**src/design/cpu_pkg.sv**
```systemverilog
/*
 shared widths, encodings and pipeline records for the five-stage core
 compile first, every other file refers to it by scoped names
*/

package cpu_pkg;

   // widths with a meaning
   typedef logic [31:0] word_t;     // data or address word
   typedef logic [4:0]  regsel_t;   // register number
   typedef logic [15:0] imm16_t;    // immediate field
   typedef logic [5:0]  opcode_t;   // instr[31:26]
   typedef logic [5:0]  funct_t;    // instr[5:0]

   localparam word_t PC_INIT  = 32'h0000_0000;
   localparam word_t NOP_WORD = 32'h0000_0000;   // sll $0,$0,0

   // major opcodes
   localparam opcode_t OP_RTYPE = 6'h00;
   localparam opcode_t OP_ADDIU = 6'h09;
   localparam opcode_t OP_ORI   = 6'h0d;
   localparam opcode_t OP_LUI   = 6'h0f;
   localparam opcode_t OP_LW    = 6'h23;
   localparam opcode_t OP_SW    = 6'h2b;
   localparam opcode_t OP_HALT  = 6'h3f;

   // rtype function codes
   localparam funct_t FN_SLL  = 6'h00;
   localparam funct_t FN_ADDU = 6'h21;
   localparam funct_t FN_SUBU = 6'h23;
   localparam funct_t FN_AND  = 6'h24;
   localparam funct_t FN_OR   = 6'h25;
   localparam funct_t FN_XOR  = 6'h26;
   localparam funct_t FN_SLT  = 6'h2a;

   typedef enum logic [2:0] {
      ALU_ADD, ALU_SUB, ALU_AND, ALU_OR, ALU_XOR, ALU_SLT, ALU_SLL
   } alu_op_t;

   // second alu operand
   typedef enum logic [1:0] {SRC_REG, SRC_IMM, SRC_LUI} alu_src_t;

   typedef enum logic [1:0] {HZ_RUN, HZ_DWAIT, HZ_HALTED} hz_state_t;

   ////////////////////////////////////////////////////////////////////
   // pipeline records
   ////////////////////////////////////////////////////////////////////
   typedef struct packed {
      word_t instr;
      word_t pc;        // fetch address
      logic  valid;
   } fd_rec_t;

   typedef struct packed {
      word_t    rdat1;
      word_t    rdat2;
      word_t    imm_ext;   // zero or sign extended
      logic [4:0] shamt;
      alu_op_t  alu_op;
      alu_src_t alu_src;
      regsel_t  dest;
      logic     reg_wr;
      logic     load;
      logic     store;
      logic     halt;
      logic     valid;
   } de_rec_t;

   typedef struct packed {
      word_t   alu_res;    // also the data address
      word_t   store_dat;
      regsel_t dest;
      logic    reg_wr;
      logic    load;
      logic    store;
      logic    halt;
      logic    valid;
   } em_rec_t;

   typedef struct packed {
      word_t   alu_res;
      word_t   load_dat;
      regsel_t dest;
      logic    reg_wr;
      logic    load;     // picks load_dat for writeback
      logic    halt;
      logic    valid;
   } mw_rec_t;

endpackage
```
**src/design/cpu_ifs.sv**
```systemverilog
/*
 register file and hazard unit interfaces used inside the datapath
*/

`timescale 1ns/10ps

interface regfile_if;
   cpu_pkg::regsel_t rsel1, rsel2;   // decode read selects
   cpu_pkg::word_t   rdat1, rdat2;
   cpu_pkg::regsel_t wsel;           // writeback side
   logic             wen;
   cpu_pkg::word_t   wdat;

   modport dp (
      output rsel1, rsel2, wsel, wen, wdat,
      input  rdat1, rdat2
   );
   modport rf (
      input  rsel1, rsel2, wsel, wen, wdat,
      output rdat1, rdat2
   );
endinterface

interface hazard_if;
   // memory status
   logic ihit, dhit;
   logic mem_req;                    // em record wants the data port
   // decode sources vs. older destinations
   cpu_pkg::regsel_t rs, rt;
   logic             rs_used, rt_used;
   cpu_pkg::regsel_t de_dest, em_dest;
   logic             de_reg_wr, em_reg_wr;
   logic             em_halt, mw_halt;
   // latch control back to the datapath
   logic fd_en, de_en, em_en, mw_en;
   logic de_flush;
   logic pc_en;
   logic halted;

   modport dp (
      output ihit, dhit, mem_req, rs, rt, rs_used, rt_used,
             de_dest, em_dest, de_reg_wr, em_reg_wr, em_halt, mw_halt,
      input  fd_en, de_en, em_en, mw_en, de_flush, pc_en, halted
   );
   modport hz (
      input  ihit, dhit, mem_req, rs, rt, rs_used, rt_used,
             de_dest, em_dest, de_reg_wr, em_reg_wr, em_halt, mw_halt,
      output fd_en, de_en, em_en, mw_en, de_flush, pc_en, halted
   );
endinterface

```
**src/design/datapath.sv**
```systemverilog
/*
 top level of the pipelined core with the four stage latches and operand muxes
 drives the instruction and data memory ports from the pc and the em record
*/

`timescale 1ns/10ps

module datapath (
   input  logic           CLK,
   input  logic           rst,
   // instruction memory
   output logic           imem_ren,
   output cpu_pkg::word_t imem_addr,
   input  cpu_pkg::word_t imem_load,
   input  logic           ihit,
   // data memory
   output logic           dmem_ren,
   output logic           dmem_wen,
   output cpu_pkg::word_t dmem_addr,
   output cpu_pkg::word_t dmem_store,
   input  cpu_pkg::word_t dmem_load,
   input  logic           dhit,
   output logic           halt
);

   regfile_if rfif ();
   hazard_if  hzif ();

   // stage latches and their next values
   cpu_pkg::fd_rec_t fd, fd_in;
   cpu_pkg::de_rec_t de, de_in;
   cpu_pkg::em_rec_t em, em_in;
   cpu_pkg::mw_rec_t mw, mw_in;

   cpu_pkg::word_t    pc;
   cpu_pkg::word_t    dec_instr;
   cpu_pkg::regsel_t  cu_rs, cu_rt, cu_dest;
   logic              cu_rs_used, cu_rt_used, cu_sign_ext;
   logic              cu_reg_wr, cu_load, cu_store, cu_halt;
   logic [4:0]        cu_shamt;
   cpu_pkg::imm16_t   cu_imm;
   cpu_pkg::alu_src_t cu_alu_src;
   cpu_pkg::alu_op_t  cu_alu_op;
   cpu_pkg::word_t    op1, op2, alu_res;

   //////////////////////////////////////////////////////////////////////
   // blocks
   //////////////////////////////////////////////////////////////////////
   control_unit cu_i (
      .instr(dec_instr), .rs(cu_rs), .rt(cu_rt), .rd(),
      .rs_used(cu_rs_used), .rt_used(cu_rt_used), .shamt(cu_shamt),
      .imm(cu_imm), .sign_ext(cu_sign_ext), .alu_src_sel(cu_alu_src),
      .alu_op(cu_alu_op), .dest(cu_dest), .reg_wr(cu_reg_wr),
      .load(cu_load), .store(cu_store), .halt(cu_halt)
   );
   register_file rf_i (.CLK(CLK), .rst(rst), .rf(rfif.rf));
   alu alu_i (.op1(op1), .op2(op2), .shamt(de.shamt), .op(de.alu_op), .res(alu_res));
   pc_counter pc_i (.CLK(CLK), .rst(rst), .en(hzif.pc_en), .pc(pc));
   hazard_unit hz_i (.CLK(CLK), .rst(rst), .hz(hzif.hz));

   // memory ports
   assign imem_ren   = ~hzif.halted;
   assign imem_addr  = pc;
   assign dmem_ren   = em.valid & em.load;     // held while em holds
   assign dmem_wen   = em.valid & em.store;
   assign dmem_addr  = em.alu_res;
   assign dmem_store = em.store_dat;
   assign halt       = hzif.halted;

   // hazard unit inputs where bubbles never count
   assign hzif.ihit      = ihit;
   assign hzif.dhit      = dhit;
   assign hzif.mem_req   = dmem_ren | dmem_wen;
   assign hzif.rs        = cu_rs;
   assign hzif.rt        = cu_rt;
   assign hzif.rs_used   = cu_rs_used;
   assign hzif.rt_used   = cu_rt_used;
   assign hzif.de_dest   = de.dest;
   assign hzif.de_reg_wr = de.valid & de.reg_wr;
   assign hzif.em_dest   = em.dest;
   assign hzif.em_reg_wr = em.valid & em.reg_wr;
   assign hzif.em_halt   = em.valid & em.halt;
   assign hzif.mw_halt   = mw.valid & mw.halt;

   //////////////////////////////////////////////////////////////////////
   // fetch and decode
   //////////////////////////////////////////////////////////////////////
   assign fd_in.instr = imem_load;
   assign fd_in.pc    = pc;
   assign fd_in.valid = ihit;                  // a miss loads a bubble

   assign dec_instr = fd.valid ? fd.instr : cpu_pkg::NOP_WORD;

   assign rfif.rsel1 = cu_rs;
   assign rfif.rsel2 = cu_rt;

   assign de_in.rdat1   = rfif.rdat1;
   assign de_in.rdat2   = rfif.rdat2;
   assign de_in.imm_ext = cu_sign_ext ? {{16{cu_imm[15]}}, cu_imm} : {16'h0000, cu_imm};
   assign de_in.shamt   = cu_shamt;
   assign de_in.alu_op  = cu_alu_op;
   assign de_in.alu_src = cu_alu_src;
   assign de_in.dest    = cu_dest;
   assign de_in.reg_wr  = cu_reg_wr;
   assign de_in.load    = cu_load;
   assign de_in.store   = cu_store;
   assign de_in.halt    = cu_halt;
   assign de_in.valid   = fd.valid;

   // execute operands
   always_comb begin
      op1 = de.rdat1;
      case (de.alu_src)
         cpu_pkg::SRC_IMM: op2 = de.imm_ext;
         cpu_pkg::SRC_LUI: begin
            op1 = '0;                           // lui ignores rs
            op2 = {de.imm_ext[15:0], 16'h0000};
         end
         default: op2 = de.rdat2;
      endcase
   end

   // a halt in em squashes whatever follows it out of de
   assign em_in.alu_res   = alu_res;
   assign em_in.store_dat = de.rdat2;
   assign em_in.dest      = de.dest;
   assign em_in.reg_wr    = de.reg_wr & ~em.halt;
   assign em_in.load      = de.load & ~em.halt;
   assign em_in.store     = de.store & ~em.halt;
   assign em_in.halt      = de.halt & ~em.halt;
   assign em_in.valid     = de.valid & ~em.halt;

   //////////////////////////////////////////////////////////////////////
   // memory and writeback
   //////////////////////////////////////////////////////////////////////
   assign mw_in.alu_res  = em.alu_res;
   assign mw_in.load_dat = dmem_load;          // sampled on the dhit edge
   assign mw_in.dest     = em.dest;
   assign mw_in.reg_wr   = em.reg_wr;
   assign mw_in.load     = em.load;
   assign mw_in.halt     = em.halt;
   assign mw_in.valid    = em.valid;

   assign rfif.wsel = mw.dest;
   assign rfif.wen  = mw.valid & mw.reg_wr;
   assign rfif.wdat = mw.load ? mw.load_dat : mw.alu_res;

   // stage latches
   always_ff @(posedge CLK) begin
      if (rst) begin
         fd <= '0;
         de <= '0;
         em <= '0;
         mw <= '0;
      end else begin
         if (hzif.fd_en) fd <= fd_in;
         if (hzif.de_flush) de <= '0;          // bubble
         else if (hzif.de_en) de <= de_in;
         if (hzif.em_en) em <= em_in;
         if (hzif.mw_en) mw <= mw_in;
      end
   end

endmodule

```
**src/design/hazard_unit.sv**
```systemverilog
/*
 pipeline control, turns memory waits, RAW hazards, fetch misses and halt
 into latch enables, the de flush and the pc enable
*/

`timescale 1ns/10ps

module hazard_unit (
   input logic  CLK,
   input logic  rst,
   hazard_if.hz hz
);

   cpu_pkg::hz_state_t state, next_state;

   logic mem_stall;    // data port busy, freeze everything
   logic rs_hit, rt_hit;
   logic data_hz;
   logic stop_fetch;   // halt in flight, nothing younger enters decode

   //////////////////////////////////////////////////////////////////////
   // hazard detection
   //////////////////////////////////////////////////////////////////////
   assign mem_stall = hz.mem_req & ~hz.dhit;

   // $0 never counts as a real destination
   assign rs_hit = hz.rs_used && hz.rs != 5'd0 &&
                   ((hz.de_reg_wr && hz.de_dest == hz.rs) ||
                    (hz.em_reg_wr && hz.em_dest == hz.rs));
   assign rt_hit = hz.rt_used && hz.rt != 5'd0 &&
                   ((hz.de_reg_wr && hz.de_dest == hz.rt) ||
                    (hz.em_reg_wr && hz.em_dest == hz.rt));
   assign data_hz    = rs_hit | rt_hit;
   assign stop_fetch = hz.em_halt | hz.mw_halt;

   //////////////////////////////////////////////////////////////////////
   // state
   //////////////////////////////////////////////////////////////////////
   always_ff @(posedge CLK) begin
      if (rst) state <= cpu_pkg::HZ_RUN;
      else     state <= next_state;
   end

   always_comb begin
      case (state)
         cpu_pkg::HZ_HALTED: next_state = cpu_pkg::HZ_HALTED;   // until reset
         default: begin
            if (hz.mw_halt)     next_state = cpu_pkg::HZ_HALTED;
            else if (mem_stall) next_state = cpu_pkg::HZ_DWAIT;
            else                next_state = cpu_pkg::HZ_RUN;
         end
      endcase
   end

   assign hz.halted = (state == cpu_pkg::HZ_HALTED);

   // enables
   always_comb begin
      hz.fd_en    = 1'b0;
      hz.de_en    = 1'b0;
      hz.em_en    = 1'b0;
      hz.mw_en    = 1'b0;
      hz.de_flush = 1'b0;
      hz.pc_en    = 1'b0;
      if (!hz.halted && !mem_stall) begin
         hz.em_en = 1'b1;
         hz.mw_en = 1'b1;
         hz.de_en = 1'b1;
         if (data_hz || stop_fetch) begin
            hz.de_flush = 1'b1;      // bubble into execute, fd and pc hold
         end else begin
            hz.fd_en = 1'b1;         // fd takes a bubble on a miss
            hz.pc_en = hz.ihit;
         end
      end
   end

endmodule

```
**src/design/pc_counter.sv**
```systemverilog
/*
 program counter, steps one word per enabled cycle
*/

`timescale 1ns/10ps

module pc_counter (
   input  logic           CLK,
   input  logic           rst,
   input  logic           en,
   output cpu_pkg::word_t pc
);

   always_ff @(posedge CLK) begin
      if (rst) begin
         pc <= cpu_pkg::PC_INIT;
      end else if (en) begin
         pc <= pc + 32'd4;   // no branches, always sequential
      end
   end

endmodule

```
**src/design/alu.sv**
```systemverilog
/*
 execute stage ALU, all results wrap at 32 bits
*/

`timescale 1ns/10ps

module alu (
   input  cpu_pkg::word_t   op1,
   input  cpu_pkg::word_t   op2,
   input  logic [4:0]       shamt,
   input  cpu_pkg::alu_op_t op,
   output cpu_pkg::word_t   res
);

   logic lt;   // signed less-than

   assign lt = $signed(op1) < $signed(op2);

   always_comb begin
      case (op)
         cpu_pkg::ALU_ADD: res = op1 + op2;
         cpu_pkg::ALU_SUB: res = op1 - op2;
         cpu_pkg::ALU_AND: res = op1 & op2;
         cpu_pkg::ALU_OR:  res = op1 | op2;
         cpu_pkg::ALU_XOR: res = op1 ^ op2;
         cpu_pkg::ALU_SLT: res = {31'd0, lt};
         cpu_pkg::ALU_SLL: res = op2 << shamt;   // rt shifted, rs unused
         default:          res = op1 + op2;
      endcase
   end

endmodule

```
**src/design/register_file.sv**
```systemverilog
/*
 32x32 register file, $0 reads zero
 a write shows up on same-cycle reads of that register
*/

`timescale 1ns/10ps

module register_file (
   input logic   CLK,
   input logic   rst,
   regfile_if.rf rf
);

   cpu_pkg::word_t regs [32];

   always_ff @(posedge CLK) begin
      if (rst) begin
         for (int i = 0; i < 32; i++) begin
            regs[i] <= '0;
         end
      end else if (rf.wen && rf.wsel != 5'd0) begin   // $0 never written
         regs[rf.wsel] <= rf.wdat;
      end
   end

   // write-through, so writeback never stalls decode
   assign rf.rdat1 = (rf.wen && rf.wsel != 5'd0 && rf.wsel == rf.rsel1) ?
                     rf.wdat : regs[rf.rsel1];
   assign rf.rdat2 = (rf.wen && rf.wsel != 5'd0 && rf.wsel == rf.rsel2) ?
                     rf.wdat : regs[rf.rsel2];

endmodule

```
**src/design/control_unit.sv**
```systemverilog
/*
 instruction decoder, turns the fd instruction word into stage controls
 anything unrecognized comes out as a no-op
*/

`timescale 1ns/10ps

module control_unit (
   input  cpu_pkg::word_t    instr,
   output cpu_pkg::regsel_t  rs,
   output cpu_pkg::regsel_t  rt,
   output cpu_pkg::regsel_t  rd,
   output logic              rs_used,
   output logic              rt_used,
   output logic [4:0]        shamt,
   output cpu_pkg::imm16_t   imm,
   output logic              sign_ext,
   output cpu_pkg::alu_src_t alu_src_sel,
   output cpu_pkg::alu_op_t  alu_op,
   output cpu_pkg::regsel_t  dest,
   output logic              reg_wr,
   output logic              load,
   output logic              store,
   output logic              halt
);

   cpu_pkg::opcode_t op;
   cpu_pkg::funct_t  fn;

   // raw fields
   assign op    = instr[31:26];
   assign fn    = instr[5:0];
   assign rs    = instr[25:21];
   assign rt    = instr[20:16];
   assign rd    = instr[15:11];
   assign shamt = instr[10:6];
   assign imm   = instr[15:0];

   always_comb begin
      // no-op defaults
      rs_used     = 1'b0;
      rt_used     = 1'b0;
      sign_ext    = 1'b0;
      alu_src_sel = cpu_pkg::SRC_REG;
      alu_op      = cpu_pkg::ALU_ADD;
      dest        = rt;                 // itype default
      reg_wr      = 1'b0;
      load        = 1'b0;
      store       = 1'b0;
      halt        = 1'b0;
      case (op)
         cpu_pkg::OP_RTYPE: begin
            dest    = rd;
            reg_wr  = 1'b1;
            rs_used = 1'b1;
            rt_used = 1'b1;
            case (fn)
               cpu_pkg::FN_ADDU: alu_op = cpu_pkg::ALU_ADD;
               cpu_pkg::FN_SUBU: alu_op = cpu_pkg::ALU_SUB;
               cpu_pkg::FN_AND:  alu_op = cpu_pkg::ALU_AND;
               cpu_pkg::FN_OR:   alu_op = cpu_pkg::ALU_OR;
               cpu_pkg::FN_XOR:  alu_op = cpu_pkg::ALU_XOR;
               cpu_pkg::FN_SLT:  alu_op = cpu_pkg::ALU_SLT;
               cpu_pkg::FN_SLL: begin
                  alu_op  = cpu_pkg::ALU_SLL;
                  rs_used = 1'b0;          // shifts rt only
               end
               default: begin
                  reg_wr  = 1'b0;          // unknown funct
                  rs_used = 1'b0;
                  rt_used = 1'b0;
               end
            endcase
         end
         cpu_pkg::OP_ADDIU: begin
            rs_used     = 1'b1;
            sign_ext    = 1'b1;
            alu_src_sel = cpu_pkg::SRC_IMM;
            reg_wr      = 1'b1;
         end
         cpu_pkg::OP_ORI: begin
            rs_used     = 1'b1;            // zero extended
            alu_src_sel = cpu_pkg::SRC_IMM;
            alu_op      = cpu_pkg::ALU_OR;
            reg_wr      = 1'b1;
         end
         cpu_pkg::OP_LUI: begin
            alu_src_sel = cpu_pkg::SRC_LUI;  // op1 forced to zero downstream
            reg_wr      = 1'b1;
         end
         cpu_pkg::OP_LW: begin
            rs_used     = 1'b1;
            sign_ext    = 1'b1;
            alu_src_sel = cpu_pkg::SRC_IMM;
            reg_wr      = 1'b1;
            load        = 1'b1;
         end
         cpu_pkg::OP_SW: begin
            rs_used     = 1'b1;            // base
            rt_used     = 1'b1;            // store data
            sign_ext    = 1'b1;
            alu_src_sel = cpu_pkg::SRC_IMM;
            store       = 1'b1;
         end
         cpu_pkg::OP_HALT: halt = 1'b1;
         default: ;
      endcase
   end

endmodule

```
**config.mk**
```make
export PLATFORM = sky130hd
export DESIGN_NAME = datapath
export DESIGN_NICKNAME = d
export VERILOG_FILES = /design/src/design/cpu_pkg.sv /design/src/design/cpu_ifs.sv /design/src/design/datapath.sv /design/src/design/hazard_unit.sv /design/src/design/pc_counter.sv /design/src/design/alu.sv /design/src/design/register_file.sv /design/src/design/control_unit.sv
export SDC_FILE = /design/constraint.sdc
export NUM_CORES = 2
export LEC_CHECK = 0
export BUFFER_PORTS_ARGS = -buffer_cell sky130_fd_sc_hd__buf_2
export CORE_ASPECT_RATIO = 1.5
export CORE_MARGIN = 2
export CORE_UTILIZATION = 40
export CTS_CLUSTER_SIZE = 20
export DETAILED_ROUTE_END_ITERATION = 10
export GPL_TIMING_DRIVEN = 0
export SYNTH_ARGS = -nofsm -noshare
export SYNTH_HDL_FRONTEND = slang
export SYNTH_SLANG_ARGS = --single-unit
```
**constraint.sdc**
```tcl
create_clock -name CLK -period 5.3 [get_ports CLK]
set_input_delay 0.53 -clock CLK [delete_from_list [all_inputs] [get_ports CLK]]
set_output_delay 0.53 -clock CLK [all_outputs]
set_load 0.02 [all_outputs]
```
==> flow_summary_export.csv <==
group,metric,value,unit
grt,grt_antenna_before_repair,10,
sta,finalClockSkew,0.05039,ns
clocking,cts_tree,"built",
floorplan,die_w,354.9,microns
floorplan,dieArea,188200,sq um
floorplan,die_h,530.3,microns
grt,grt_max_degree,23,
critical_path,cp_max_fo,10,
synth,synth_compound_area_share,10.37,%
synth,synthMuxAreaShare,18.96,%
critical_path,cp.required,5.91,ns
clocking,cts_max_level,4,
clocking,cts_sinks,1332,
pwr,powerDensity,312.6,nW/um^2
synth,synth_top_family_by_area,"multiplexers",
placed_design,dp_cells,9327,
pwr,p_leak,29.81,nW
drt,drc_errors,0,
final_layout,final_common_cell,"nor2_1",
synth,synthFlopType,"edfxtp_1",
critical_path,reg2regPathDepth,15,
job,cap_violations,8,
pwr,p_int,18.83,mW
sta,final-hold-violation-count,0,
critical_path,cpPeakStageDelay,0.64,ns
clocking,clockBufferDepth,4,
sta,hold_ws,0.02863,ns
drt,wirelength,329600,microns
min_path,whs_path_depth,3,
outcome,status,"finished, violations left",
critical_path,rr_endpoint,"dmem_addr[30]",
pwr,pwr-share-clk,38.4,%
critical_path,crit_buf_inv,4,
clocking,cts_buffers,142,
sta,slew_violations,61,
min_path,hold_path_startpoint,"dmem_load[3]",
drt,wl_per_cell,34.23,microns
critical_path,r2r_start,"de[27]",
grt,grt_overflow_total,0,
pwr,seq_power_share,45.6,%
synth,syn_inst,6655,
placed_design,gp_congestion,1.056,
floorplan,rows,193,
min_path,min_to,"mw[12]",
drt,routed-via-count,58700,
critical_path,critPathKind,"flop to flop",
floorplan,start_util,40.14,%
clocking,root_buffer,"clkbuf_16",
drt,postRouteAntennaNets,0,
final_layout,final_layout_size_suffix_gt1_share,16.91,%
pwr,switching_share,28.31,%
drt,avgViaCountPerCell,6.096,
pwr,ir_drop,0.0003859,V
placed_design,place_ws,-1.777,ns
outcome,violations,"capacitance limit, slew limit, setup timing",
critical_path,ff2ff_setup_slack,-0.06,ns
critical_path,arrival,5.98,ns
clocking,worstSkewPairLatency,0.83,ns
synth,synthAdderAreaFrac,1.745,%
pwr,combinationalPowerShare,16.0,%
sta,tightest_slew,1.547,ns
final_layout,fin_cells,9629,
placed_design,dpl.hpwl,273500,microns
sta,max-slew-margin-rel,-3.945,%
grt,grt_use_total,34.38,%
final_layout,final_cell_mix,"nor2_1 (1249), edfxtp_1 (1024), nand2_1 (683), clkbuf_1 (499), mux4_2 (498)",
synth,avgSynthCellArea,11.10,sq um
final_layout,syn_to_final_growth,13.79,%
synth,async_reset_ff_share,0,%
synth,synth_area,73860,sq um
grt,grt_pass1_vias,60023,
synth,synth_cell_types,84,
grt,grt_first_pass_wirelength,447700,microns
floorplan,ioPinCount,168,
synth,yosysWarnings,0,
synth,ys_seq_elements,1332,
final_layout,nFillCells,17179,
synth,yosysSeqAreaShare,49.98,%
clocking,clkTransAtPathRegs,0.07,ns
drt,drtIter0Drc,6321,
min_path,hold_class,"primary input to flop",
placed_design,portBuffers,165,
critical_path,critPathCaptureType,"flop",
sta,fin_crit,5.363,ns
synth,synth_edf_count,1024,
sta,fmax,186.5,MHz
drt,drt-pass1-iter-count,5,
sta,setup_viol,1,
critical_path,start_kind,"flop",
synth,synth-xor-area-share,0.8656,%
critical_path,slowest_stage,"a211oi_4",
synth,synthSimpleGateAreaFrac,13.31,%
final_layout,fin_nets,7259,
critical_path,path_delay_family,"compound AO/OA/AOI/OAI gates",
pwr,power.switching,7.439,mW
critical_path,crit_top_cell,"buf_2",
critical_path,crit_chain,"clkbuf_2 > buf_2 > buf_2 > a22o_1 > inv_1 > ha_1 > a21oi_2 > o2bb2ai_1 > a211oi_4 > o21ai_4 > o2111ai_2 > a21oi_1 > o41ai_2 > mux2i_1 > a311oi_1",
floorplan,core,184000,sq um
sta,fin_crit_sh,101.2,%
sta,layout_setup_ws,-0.06255,ns
==> worst max path at each step <==
stage / endpoint / slack (ns) / start / depth (start not counted)
final: dmem_addr[30] / -0.06 / de[27] / 15
after detailed placement: dmem_addr[30] / -1.78 / de[11] / 17
after global placement: dmem_addr[30] / -1.77 / de[11] / 17
after CTS: dmem_addr[18] / 0.008 / de[10] / 19
after global routing: dmem_addr[22] / -0.005 / de[27] / 16
after floorplan: dmem_addr[30] / 1.36 / de[10] / 19
==> sequential cells by signal (all words and copies together) (netlist names) <==
| name | flops |
|---|---|
| rf_i.regs | 1024 |
| de | 91 |
| mw | 68 |
| dmem_addr | 32 |
| dmem_store | 32 |
| fd | 32 |
| pc_i.pc | 30 |
| em | 5 |
| hzif.de_dest | 5 |
| hzif.em_dest | 5 |
| rfif.wsel | 5 |
| hz_i.state | 2 |
| de_in | 1 |
==> layer usage <==
layer	vias to the layer above	routed length, microns	global-route usage [%]
li1	25264	-	-
met1	29378	100200	32.44
met2	3004	171800	63.91
met3	1050	20500	4.752
met4	4	37090	31.51
met5	-	27	0
==> synthesized netlist by cell type (all sizes together) (12+ instances only) <==
master,n,area [sq um]
a211oi,56,420.4
a21o,80,600.6
a21oi,374,1872
a221oi,100,875.8
a22oi,16,120.1
a311oi,44,385.4
a31oi,81,506.7
and2,19,118.9
and3,12,75.07
buf,211,1187
clkbuf,491,1843
dfxtp,308,6166
edfxtp,1024,30750
ha,99,1239
inv,126,473.0
mux2,12,135.1
mux2i,265,2653
mux4,498,11220
nand2,684,2567
nand2b,80,508.0
nand3,48,240.2
nand3b,27,202.7
nand4,14,87.58
nor2,1250,4692
nor2b,46,287.8
nor3,100,555.5
nor4,21,175.2
o211ai,43,322.8
o21ai,245,1226
o21bai,12,90.09
o22ai,14,87.58
o31ai,17,127.6
xnor2,56,490.5
xor2,17,148.9
==> metrics by stage <==
step                power (mW)  area, sq um  setup TNS (ns)  utilization (%)
floorplan                14.39        73990               0                -
global placement         16.07        77860          -59.93            42.32
detailed placement       16.18        78690          -26.62            42.76
CTS                      26.17        83890               0            45.59
global route             26.86        84040       -0.004565            45.67
finish                   26.27        84050        -0.06255            45.68
==> repair_timing <==
action | CTS | global route
hold endpoints to repair | 52 | 0
setup buffers | 2 | 4
gates resized for setup | 43 | 26
pin swaps | 4 | 5
hold buffers | 52 | 0
setup endpoints to repair | 27 | 17
==> layout make-up <==
| type | count | area (sq um) | area share [%] |
|---|---|---|---|
| inverter | 131 | 491.7 | 0.5850 |
| clock buffer | 180 | 3831 | 4.558 |
| multi-input combinational | 4523 | 33880 | 40.31 |
| timing repair buffer | 261 | 2128 | 2.532 |
| antenna | 5 | 12.51 | 0.01489 |
| sequential | 1332 | 36920 | 43.92 |
| clock inverter | 61 | 680.7 | 0.8098 |
| tap | 2437 | 3049 | 3.628 |
| buffer | 699 | 3059 | 3.640 |
==> kinds of logic after synthesis <==
| logic type | count (synthesis) |
|---|---|
| mux | 775 |
| xor+xnor | 73 |
| simple gates | 2345 |
| compound gates | 1194 |
| flops | 1332 |
| fa+ha+maj | 102 |
| other cells | 1 |
| buf+inv | 833 |
==> power by group through the flow <==
stage | Clock, mW | Combinational (mW) | Sequential (mW)
after floorplan | 0 | 2.36 | 12.0
after global placement | 0 | 3.91 | 12.2
after detailed placement | 0 | 4.01 | 12.2
after CTS | 10.1 | 4.08 | 12.0
after global routing | 10.5 | 4.34 | 12.0
final | 10.1 | 4.21 | 12.0
==> worst register-to-register path, stage by stage, from the launching register on <==
cell and delay (ns):
dfxtp_1 0.63, clkbuf_2 0.37, buf_2 0.38, buf_2 0.43, a22o_1 0.32, inv_1 0.09, ha_1 0.37, a21oi_2 0.31
o2bb2ai_1 0.20, a211oi_4 0.65, o21ai_4 0.19, o2111ai_2 0.27, a21oi_1 0.18, o41ai_2 0.30, mux2i_1 0.34, a311oi_1 0.13
Power figures use the tool's default switching activity.
